==> config.mk <==
export PLATFORM = sky130hd
export DESIGN_NAME = mem_arbiter
export DESIGN_NICKNAME = d
export VERILOG_FILES = /design/src/common/cache_pkg.sv /design/src/mem_arbiter.sv
export SDC_FILE = /design/constraint.sdc
export NUM_CORES = 1
export LEC_CHECK = 0
export BUFFER_PORTS_ARGS = -buffer_cell sky130_fd_sc_hd__buf_4
export CAP_MARGIN = 10
export CORE_AREA = 2 2 90 92
export DETAILED_ROUTE_END_ITERATION = 7
export DIE_AREA = 0 0 92 94
export PLACE_DENSITY = 0.64
export SLEW_MARGIN = 0
export SYNTH_ARGS = -nofsm -noshare
export SYNTH_HDL_FRONTEND = slang
export SYNTH_SLANG_ARGS = --single-unit
==> constraint.sdc <==
create_clock -name i_clk -period 3.7 [get_ports i_clk]
set_input_delay 0.74 -clock i_clk [delete_from_list [all_inputs] [get_ports i_clk]]
set_output_delay 0.74 -clock i_clk [all_outputs]
set_load 0.05 [all_outputs]
==> src/common/cache_pkg.sv <==
// shared widths and enums for the cache subsystem, referenced by scoped name from every RTL file
package cache_pkg;

    // physical address width in bits
    localparam int PADDR_WIDTH = 32;

    // width of one data word, also the memory beat width
    localparam int WORD_WIDTH = 32;

    // access size carried on the stage request port
    typedef enum logic [1:0] {
        SIZE_BYTE     = 2'd0,
        SIZE_HALFWORD = 2'd1,
        SIZE_WORD     = 2'd2
    } size_e;

    // line refill FSM states
    // idle waits for a load miss
    // fill runs one memory beat per line word
    // write_tag commits the tag and sets the valid bit
    typedef enum logic [1:0] {
        REFILL_IDLE      = 2'd0,
        REFILL_FILL      = 2'd1,
        REFILL_WRITE_TAG = 2'd2
    } refill_state_e;

endpackage

==> src/mem_arbiter.sv <==
// memory port arbiter, merges refill reads and write-through stores and keeps each beat on one owner
`timescale 1ns/1ns

module mem_arbiter (
    input  logic                                i_clk,
    input  logic                                i_rst_n,
    // refill reads
    input  logic                                i_fill_valid,
    input  logic [cache_pkg::PADDR_WIDTH-1:0]   i_fill_addr,
    output logic                                o_fill_ready,
    output logic [cache_pkg::WORD_WIDTH-1:0]    o_fill_rdata,
    // stores
    input  logic                                i_st_valid,
    input  logic [cache_pkg::PADDR_WIDTH-1:0]   i_st_addr,
    input  logic [cache_pkg::WORD_WIDTH-1:0]    i_st_wdata,
    output logic                                o_st_ready,
    // memory port
    output logic                                o_mem_valid,
    output logic                                o_mem_wen_nren,
    output logic [cache_pkg::PADDR_WIDTH-1:0]   o_mem_addr,
    output logic [cache_pkg::WORD_WIDTH-1:0]    o_mem_wdata,
    input  logic                                i_mem_ready,
    input  logic [cache_pkg::WORD_WIDTH-1:0]    i_mem_rdata
);

    typedef enum logic {
        OWNER_FILL  = 1'b0,
        OWNER_STORE = 1'b1
    } owner_e;

    owner_e owner_q;
    logic   beat_open_q;
    logic   sel_store;

    // open beat keeps its owner, otherwise refill wins
    assign sel_store = beat_open_q ? (owner_q == OWNER_STORE) : !i_fill_valid;

    assign o_mem_valid    = sel_store ? i_st_valid : i_fill_valid;
    assign o_mem_wen_nren = sel_store;
    assign o_mem_addr     = sel_store ? i_st_addr : i_fill_addr;
    assign o_mem_wdata    = i_st_wdata;

    // ready goes back to the owner only
    assign o_fill_ready = i_mem_ready && !sel_store;
    assign o_st_ready   = i_mem_ready && sel_store;
    assign o_fill_rdata = i_mem_rdata;

    // remember the owner of a beat still waiting on ready
    always_ff @(posedge i_clk) begin
        if (!i_rst_n) begin
            beat_open_q <= 1'b0;
            owner_q     <= OWNER_FILL;
        end else if (o_mem_valid && !i_mem_ready) begin
            beat_open_q <= 1'b1;
            owner_q     <= sel_store ? OWNER_STORE : OWNER_FILL;
        end else if (i_mem_ready) begin
            beat_open_q <= 1'b0;
        end
    end

    assert property (@(posedge i_clk) disable iff (!i_rst_n) i_mem_ready |-> o_mem_valid)
        else $error("memory ready without a request");

endmodule

; ---- Word-level counts from Yosys, hierarchy flattened
; Index checks and enable logic that the tools add are counted.
[classes]
addsub = 0
mul = 0
div = 0
order_cmp = 0
n_eq_ne = 0
shift = 0
mux = 6
n_bitwise = 0
reduce_logical = 7
[op_table]
columns = cell, n
row1 = $mux 32, 1
row2 = $mux 1, 5
row3 = $logic_and 1x1->1, 3
row4 = $logic_not 1->1, 3
row5 = $reduce_bool 2->1, 1
[totals]
ff_bits = 2
latch_bits = 0
ram_bits = 0
mem_bits_ro = 0
input_bits = 133
out_inout_bits = 100
word_cells = 15
n_memories = 0

; ---- Depth between registers and ports, before layout
; Gate-level depths: netlist (run 1).
[logic_depth]
word_depth = 5
mapped_depth = 4
depth_no_buf = 3

; ---- Worst setup path before layout (run 1)
; OpenSTA, ideal clock, no wires.
[synth_timing]
kind = input port to output port
start = input port i_fill_valid
end = output port o_st_ready
arrival_ns = 1.737
t_required_ns = 2.960
slack_ns = 1.223
stages = 4
n_path_buf = 1
path_cell_list = inv_1 -> mux2i_4 -> buf_6 -> nor2_1
[synth_between]
elab_chain_len = 3
[synth_lines]
columns = item, line
row1 = start: declaration, mem_arbiter.sv:8  ; input logic i_fill_valid,
row2 = $logic_not 1->1, mem_arbiter.sv:36  ; assign sel_store = beat_open_q ? (owner_q == OWNER_STORE) : !i_fill_valid;
row3 = $mux 1, mem_arbiter.sv:36
row4 = $logic_and 1x1->1, mem_arbiter.sv:45  ; assign o_st_ready = i_mem_ready && sel_store;
row5 = end: declaration, mem_arbiter.sv:16  ; output logic o_st_ready,
; Every way passes these cells.

; ---- Worst setup path after layout (run 1)
[layout_timing]
start = input port i_fill_valid
end = output port o_mem_addr[1] (netlist name)
[layout_between]
elab_chain_len = 3
[layout_lines]
columns = item, line
row1 = $logic_not 1->1, mem_arbiter.sv:36
row2 = $mux 1, mem_arbiter.sv:36
row3 = $mux 32, mem_arbiter.sv:40  ; assign o_mem_addr = sel_store ? i_st_addr : i_fill_addr;
row4 = end: declaration, mem_arbiter.sv:20  ; output logic [cache_pkg::PADDR_WIDTH-1:0] o_mem_addr,
; Every way passes these cells.

==> summary.txt, run 1 <==
TIMING
----------------------------------------------------------------------------------------------------
Setup repair after global routing missed its margin                                            false
Summed negative setup slack over all endpoints                                                  0 ns
Highest clock frequency the design can meet                                                  358 MHz
Count of final max-slew check failures                                                             0
Final Setup Violations                                                                             0
Hold violation total from the final report                                                         0
Fin Clk Skew                                                                             0.000176 ns
Final critical-path share of the clock period                                                  0.755
Crit path time final                                                                         2.79 ns
Tightest Pin Transition                                                                     0.431 ns
Max transition margin                                                                          0.713
Hold_ws                                                                                     0.572 ns

GLOBAL ROUTE
----------------------------------------------------------------------------------------------------
Antenna violations before repair                                                                   0
Maximum number of pins on one net before global-route repair                                      26
Vias in the first global route                                                                   865
Overflow after GRT                                                                                 0
Overall fraction of global-route tracks in use                                                0.0589
Global-route wire length before repair                                                       4060 um

SETUP PATH
----------------------------------------------------------------------------------------------------
Classification of the worst setup path                                                        in2out
Reg2Reg Launch Point                                                                     beat_open_q
Cells on worst reg2reg path                                                                        3
CP arrival                                                                                   2.05 ns
Crit-path max FO                                                                                  25
Setup slack on the worst flop-to-flop path                                                   2.82 ns
Crit path to                                                                            o_mem_addr[1]
Type of origin of the critical path                                                     primary input
FF-to-FF End                                                                                 owner_q
Worst path required time                                                                     2.96 ns
Endpoint class of the critical path                                                       output pin
Worst Setup SP                                                                          i_fill_valid

DIE
----------------------------------------------------------------------------------------------------
DIE WIDTH                                                                                      92 um
Total die area                                                                            8650 sq um
Initial core utilization                                                                       0.146
Cell Rows                                                                                         32
Area of the core                                                                          7610 sq um
Number of primary I/O pins                                                                       233
Die H                                                                                          94 um

LOGIC SYNTHESIS
----------------------------------------------------------------------------------------------------
Mean area per synthesized cell                                                            9.56 sq um
Synth Warn #                                                                                       0
Cells after synthesis                                                                            116
Mapped cell area                                                                          1110 sq um
Flip-flop and latch count after synthesis                                                          2
Number of distinct library cell variants in the gate-level netlist after synthesis                13
Syn Nets                                                                                         249
Seq/Total Area, Yosys                                                                         0.0361

POWER
----------------------------------------------------------------------------------------------------
Power Density                                                                            276 nW/um^2
Maximum resistive drop on vdd                                                                54.9 uV
Leakage power total                                                                         0.838 nW

HOLD PATH
----------------------------------------------------------------------------------------------------
Class of the worst hold path                                                                 reg2reg

ROUTE
----------------------------------------------------------------------------------------------------
Post-detailed-route count of antenna-violating nets                                                0
Remaining DRCs                                                                                     0
Average wire per cell in the routed design                                                   11.5 um
Starting DRC count in detailed routing                                                             7
Vias per cell                                                                                   3.52
Vias                                                                                             915
Drt total wl                                                                                 2990 um
Number of iterations in the first detailed-routing pass                                            3

FINISH
----------------------------------------------------------------------------------------------------
Total number of nets in the final design                                                         293
Non-Filler Instances                                                                             260
Final antenna diode count                                                                          0
Most common cell after layout, fill and taps aside                                             buf_4
Filler cell count in the final layout                                                            853
Most frequent cells in the layout                                                       buf_4 (106), mux2_4 (27), mux2_2 (5)
Area growth from synthesis to layout                                                           40.6%
Layout cell share with drive strength beyond 1                                                 0.899

CLOCKING
----------------------------------------------------------------------------------------------------
Max Root-Sink Buffers                                                                              2
Clk sink count                                                                                     2
Root buffer selected by CTS                                                                 clkbuf_8
Quantity of hold-fixing buffers added after cts                                                    0
Post-CTS Repair Setup Buffers                                                                      0
Clock-pin slew reported for the worst setup and hold paths after clock tree synthesis        0.03 ns
CTS tree                                                                                        done
Total clock buffers created by CTS                                                                 3
# H-tree levels                                                                                    1
Clock insertion delay at the later pin of the skew report                                    0.21 ns
CTS-repair resized insts                                                                           0

PLACED DESIGN
----------------------------------------------------------------------------------------------------
Total instance count after detailed placement                                                    257
Last weighted congestion value of the routability-driven placer                                0.605
Detailed placer's ending HPWL                                                                2580 um
Number of port buffers                                                                           104

STATUS
----------------------------------------------------------------------------------------------------
Run status                                                                              finished clean

RUN
----------------------------------------------------------------------------------------------------
Count of maximum capacitance violations                                                            0

## report_power, final
group	switching, mW	total [mW]	internal (mW)
clock network	0.0155	0.0841	0.0686
logic	0.179	0.322	0.143
registers	0.00196	0.0250	0.0231
## per-stage QoR
step                setup slack, ns  cell area (sq um)   util  total power [mW]
finish                        0.907               1560  0.205             0.431
global route                  0.846               1560  0.205             0.450
CTS                           0.903               1560  0.205             0.437
detailed placement            0.908               1520  0.200             0.349
global placement              0.953               1520  0.200             0.346
floorplan                      1.22               1110      -             0.425
## cell usage after synthesis
| master | number | area share |
|---|---|---|
| buf_6 | 3 | 0.030 |
| a21oi_1 | 2 | 0.0090 |
| and2_1 | 1 | 0.0056 |
| nor2_1 | 3 | 0.010 |
| mux2_4 | 27 | 0.37 |
| dfxtp_1 | 2 | 0.036 |
| inv_1 | 4 | 0.014 |
| nor3_1 | 2 | 0.0090 |
| a211oi_1 | 1 | 0.0068 |
| mux2_2 | 5 | 0.051 |
| mux2i_1 | 1 | 0.0090 |
| buf_4 | 64 | 0.43 |
| mux2i_4 | 1 | 0.020 |
## final cells by class
cell class,count,area [sq um],area share
inverter,4,15.0,0.00963
timing repair buffer,106,796,0.510
multi-input combinational,43,539,0.346
tap,102,128,0.0819
sequential,2,40.0,0.0257
clock buffer,3,41.3,0.0265
## how the worst min path moves through the flow
stage | startpoint | to | slack, ns | cells past startpoint
2_1_floorplan | owner_q | owner_q | 0.54 | 2
3_3_place_gp | owner_q | owner_q | 0.56 | 2
3_5_place_dp | owner_q | owner_q | 0.57 | 2
4_1_cts | owner_q | owner_q | 0.58 | 2
5_1_grt | owner_q | owner_q | 0.64 | 2
6_report | owner_q | owner_q | 0.57 | 2
## routing by layer
metal | part of all wire | global-route usage | up-vias
li1 | - | - | 401
met1 | 0.32 | 0.0637 | 413
met2 | 0.51 | 0.0901 | 85
met3 | 0.13 | 0.0249 | 16
met4 | 0.041 | 0.0473 | 0
met5 | 0 | 0 | -
## cell families (layout without fill, tap and decap cells)
group           after synthesis  in the layout  synth area share
buf+inv                      71            113             0.477
mux                          34             34             0.446
simple gates                  6              6            0.0248
compound gates                3              3            0.0158
flops                         2              2            0.0361
## sequential cells by signal (all words and copies together), names as in the netlist
name	cells
beat_open_q	1
owner_q	1
## critical path, stage by stage
cell and delay (ns):
buf_4 0.11, inv_1 0.06, mux2i_4 0.14, buf_4 0.41
mux2_2 0.39, buf_4 0.19
Power figures use the tool's default switching activity.
==> run 2: changes to the inputs <==
--- a/config.mk
+++ b/config.mk
@@ -7,10 +7,10 @@
 export LEC_CHECK = 0
 export BUFFER_PORTS_ARGS = -buffer_cell sky130_fd_sc_hd__buf_4
 export CAP_MARGIN = 10
-export CORE_AREA = 2 2 90 92
+export CORE_AREA = 2 2 91 93
 export DETAILED_ROUTE_END_ITERATION = 7
-export DIE_AREA = 0 0 92 94
-export PLACE_DENSITY = 0.64
+export DIE_AREA = 0 0 93 95
+export PLACE_DENSITY = 0.65
 export SLEW_MARGIN = 0
 export SYNTH_ARGS = -nofsm -noshare
 export SYNTH_HDL_FRONTEND = slang
==> constraint.sdc (replaced) <==
create_clock -name i_clk -period 2.44 [get_ports i_clk]
set_input_delay 0.488 -clock i_clk [delete_from_list [all_inputs] [get_ports i_clk]]
set_output_delay 0.488 -clock i_clk [all_outputs]
set_load 0.05 [all_outputs]
==> summary.txt, run 2 (same netlist as run 1, synthesis figures left out) <==
TIMING
----------------------------------------------------------------------------------------------------
Hold violation total from the final report                                                         0   unchanged
Final Setup Violations                                                                             0   unchanged
Final critical-path share of the clock period                                                  0.923
Crit path time final                                                                         2.25 ns
Tightest Pin Transition                                                                     0.252 ns   was 0.431 ns
Setup repair after global routing missed its margin                                            false   unchanged
Count of final max-slew check failures                                                             0   unchanged
Fin Clk Skew                                                                              0.00107 ns   was 0.000176 ns
Max transition margin                                                                          0.832   was 0.713
Summed negative setup slack over all endpoints                                                  0 ns   unchanged
Highest clock frequency the design can meet                                                  444 MHz

CLOCKING
----------------------------------------------------------------------------------------------------
Clock-pin slew reported for the worst setup and hold paths after clock tree synthesis        0.03 ns   about the same
Clock insertion delay at the later pin of the skew report                                    0.22 ns   was 0.21 ns
Max Root-Sink Buffers                                                                              2   unchanged
Post-CTS Repair Setup Buffers                                                                      0   unchanged
CTS tree                                                                                        done   unchanged
# H-tree levels                                                                                    1   unchanged
Quantity of hold-fixing buffers added after cts                                                    0   unchanged
Total clock buffers created by CTS                                                                 3   unchanged
CTS-repair resized insts                                                                           0   unchanged
Clk sink count                                                                                     2   unchanged
Root buffer selected by CTS                                                                 clkbuf_8   unchanged

FINISH
----------------------------------------------------------------------------------------------------
Layout cell share with drive strength beyond 1                                                 0.898   was 0.899
Most common cell after layout, fill and taps aside                                             buf_4   unchanged
Filler cell count in the final layout                                                            900   was 853
Area growth from synthesis to layout                                                           41.4%   was 40.6%
Final antenna diode count                                                                          0   unchanged
Most frequent cells in the layout                                                       buf_4 (104), mux2_4 (27), mux2_2 (5)   was buf_4 (106), mux2_4 (27), mux2_2 (5)
Largest registers                                                                       beat_open_q x1, owner_q x1   unchanged
Total number of nets in the final design                                                         292   was 293

ROUTE
----------------------------------------------------------------------------------------------------
Met2 WL post-DR                                                                              1650 um   was 1520 um
Number of iterations in the first detailed-routing pass                                            3   unchanged
Average wire per cell in the routed design                                                   12.4 um   was 11.5 um
Post-detailed-route count of antenna-violating nets                                                0   unchanged
Routed met3 length                                                                            418 um   was 382 um
Vias per cell                                                                                   3.42   was 3.52
Vias                                                                                             895   was 915
Top Layer Used                                                                                  met4   unchanged
Met1 wire length                                                                             1070 um   was 967 um
Starting DRC count in detailed routing                                                            10   was 7
Drt total wl                                                                                 3260 um   was 2990 um
Remaining DRCs                                                                                     0   unchanged

GLOBAL ROUTE
----------------------------------------------------------------------------------------------------
Antenna violations before repair                                                                   0   unchanged
Overflow after GRT                                                                                 0   unchanged
Maximum number of pins on one net before global-route repair                                      36   was 26
Global-route wire length before repair                                                       4400 um   was 4060 um
Vias in the first global route                                                                   851   was 865
Overall fraction of global-route tracks in use                                                0.0659   was 0.0589

PLACED DESIGN
----------------------------------------------------------------------------------------------------
Last weighted congestion value of the routability-driven placer                                0.616   was 0.605
Detailed placer's ending HPWL                                                                2740 um   was 2580 um
Number of port buffers                                                                           104   unchanged

POWER
----------------------------------------------------------------------------------------------------
Cell Int Power                                                                              0.358 mW   was 0.235 mW
Switching part of the total power                                                              0.462   was 0.455
Net switching power of the design                                                           0.307 mW   was 0.196 mW
Maximum resistive drop on vdd                                                                 255 uV   was 54.9 uV
Total power after layout                                                                    0.666 mW   was 0.431 mW
Logic pwr share                                                                                0.740   was 0.747
Power Density                                                                            425 nW/um^2   was 276 nW/um^2
Leakage power total                                                                         0.839 nW   was 0.838 nW
Sequential Power Share                                                                         0.057   was 0.058
Share of total power in the clock network                                                      0.203   was 0.195

SETUP PATH
----------------------------------------------------------------------------------------------------
Worst path required time                                                                     1.95 ns   was 2.96 ns
Type of origin of the critical path                                                             flop   was primary input
Crit-path max FO                                                                                  35   was 25
CP arrival                                                                                   1.77 ns   was 2.05 ns
Classification of the worst setup path                                                       reg2out   was in2out
Endpoint class of the critical path                                                       output pin   unchanged

DIE
----------------------------------------------------------------------------------------------------
Area of the core                                                                          7930 sq um   was 7610 sq um
Die H                                                                                          95 um   was 94 um
DIE WIDTH                                                                                      93 um   was 92 um
Total die area                                                                            8840 sq um   was 8650 sq um
Cell Rows                                                                                         33   was 32
Number of primary I/O pins                                                                       233   unchanged
Initial core utilization                                                                       0.140   was 0.146

RUN
----------------------------------------------------------------------------------------------------
Count of maximum capacitance violations                                                            0   unchanged

STATUS
----------------------------------------------------------------------------------------------------
Run status                                                                              finished clean   unchanged

HOLD PATH
----------------------------------------------------------------------------------------------------
Class of the worst hold path                                                                  in2reg   was reg2reg

==> run 2: cell count changes in the layout (fill, tap and decap cells not counted) <==
cell,previous run,this run
buf_12,0,1
buf_4,106,104
==> run 2: worst paths after layout <==
path / from / endpoint / slack [ns] / cells after the start
worst min-delay path: i_mem_ready / beat_open_q / 0.48 / 2
worst min register to register: owner_q / owner_q / 0.58 / 2
worst max-delay path: beat_open_q / o_mem_addr[1] / 0.19 / 4
worst max register to register: beat_open_q / owner_q / 1.55 / 3
==> run 2: through the flow <==
step / util / area, sq um / setup slack (ns) / instances / hold slack [ns]
2_1_floorplan: - / 1110 / 0.467 / 116 / 0.543
3_3_place_gp: 0.193 / 1530 / 0.311 / 259 / 0.564
3_5_place_dp: 0.193 / 1530 / 0.277 / 259 / 0.572
4_1_cts: 0.198 / 1570 / 0.151 / 262 / 0.481
5_1_grt: 0.198 / 1570 / 0.106 / 262 / 0.491
6_report: 0.198 / 1570 / 0.187 / 262 / 0.476
==> run 2: critical path: stages, from the launching register on <==
cell     delay [ns]
dfxtp_1        0.42
mux2i_4        0.28
buf_12         0.27
mux2_2         0.38
buf_4          0.19
==> run 2: cell type report <==
type                            instances  area [sq um]  area share
Clock buffer                            3          41.3      0.0263
Tap cell                              105           131      0.0838
Multi-Input combinational cell         43           539       0.344
Timing Repair Buffer                  105           801       0.511
Inverter                                4          15.0     0.00958
Sequential cell                         2          40.0      0.0255
==> run 2: power groups by stage <==
stage               combinational, mW  sequential [mW]  clock (mW)
finish                          0.493           0.0379       0.135
detailed placement              0.498           0.0384           0
global placement                0.495           0.0384           0
global route                    0.515           0.0382       0.146
floorplan                       0.606           0.0379           0
CTS                             0.499           0.0380       0.139
==> run 2: per-layer routing <==
| metal | GRT usage | vias to the layer above |
|---|---|---|
| met5 | 0 | - |
| met4 | 0.0478 | 0 |
| met3 | 0.0247 | 23 |
| met2 | 0.114 | 79 |
| met1 | 0.0653 | 392 |
| li1 | - | 401 |
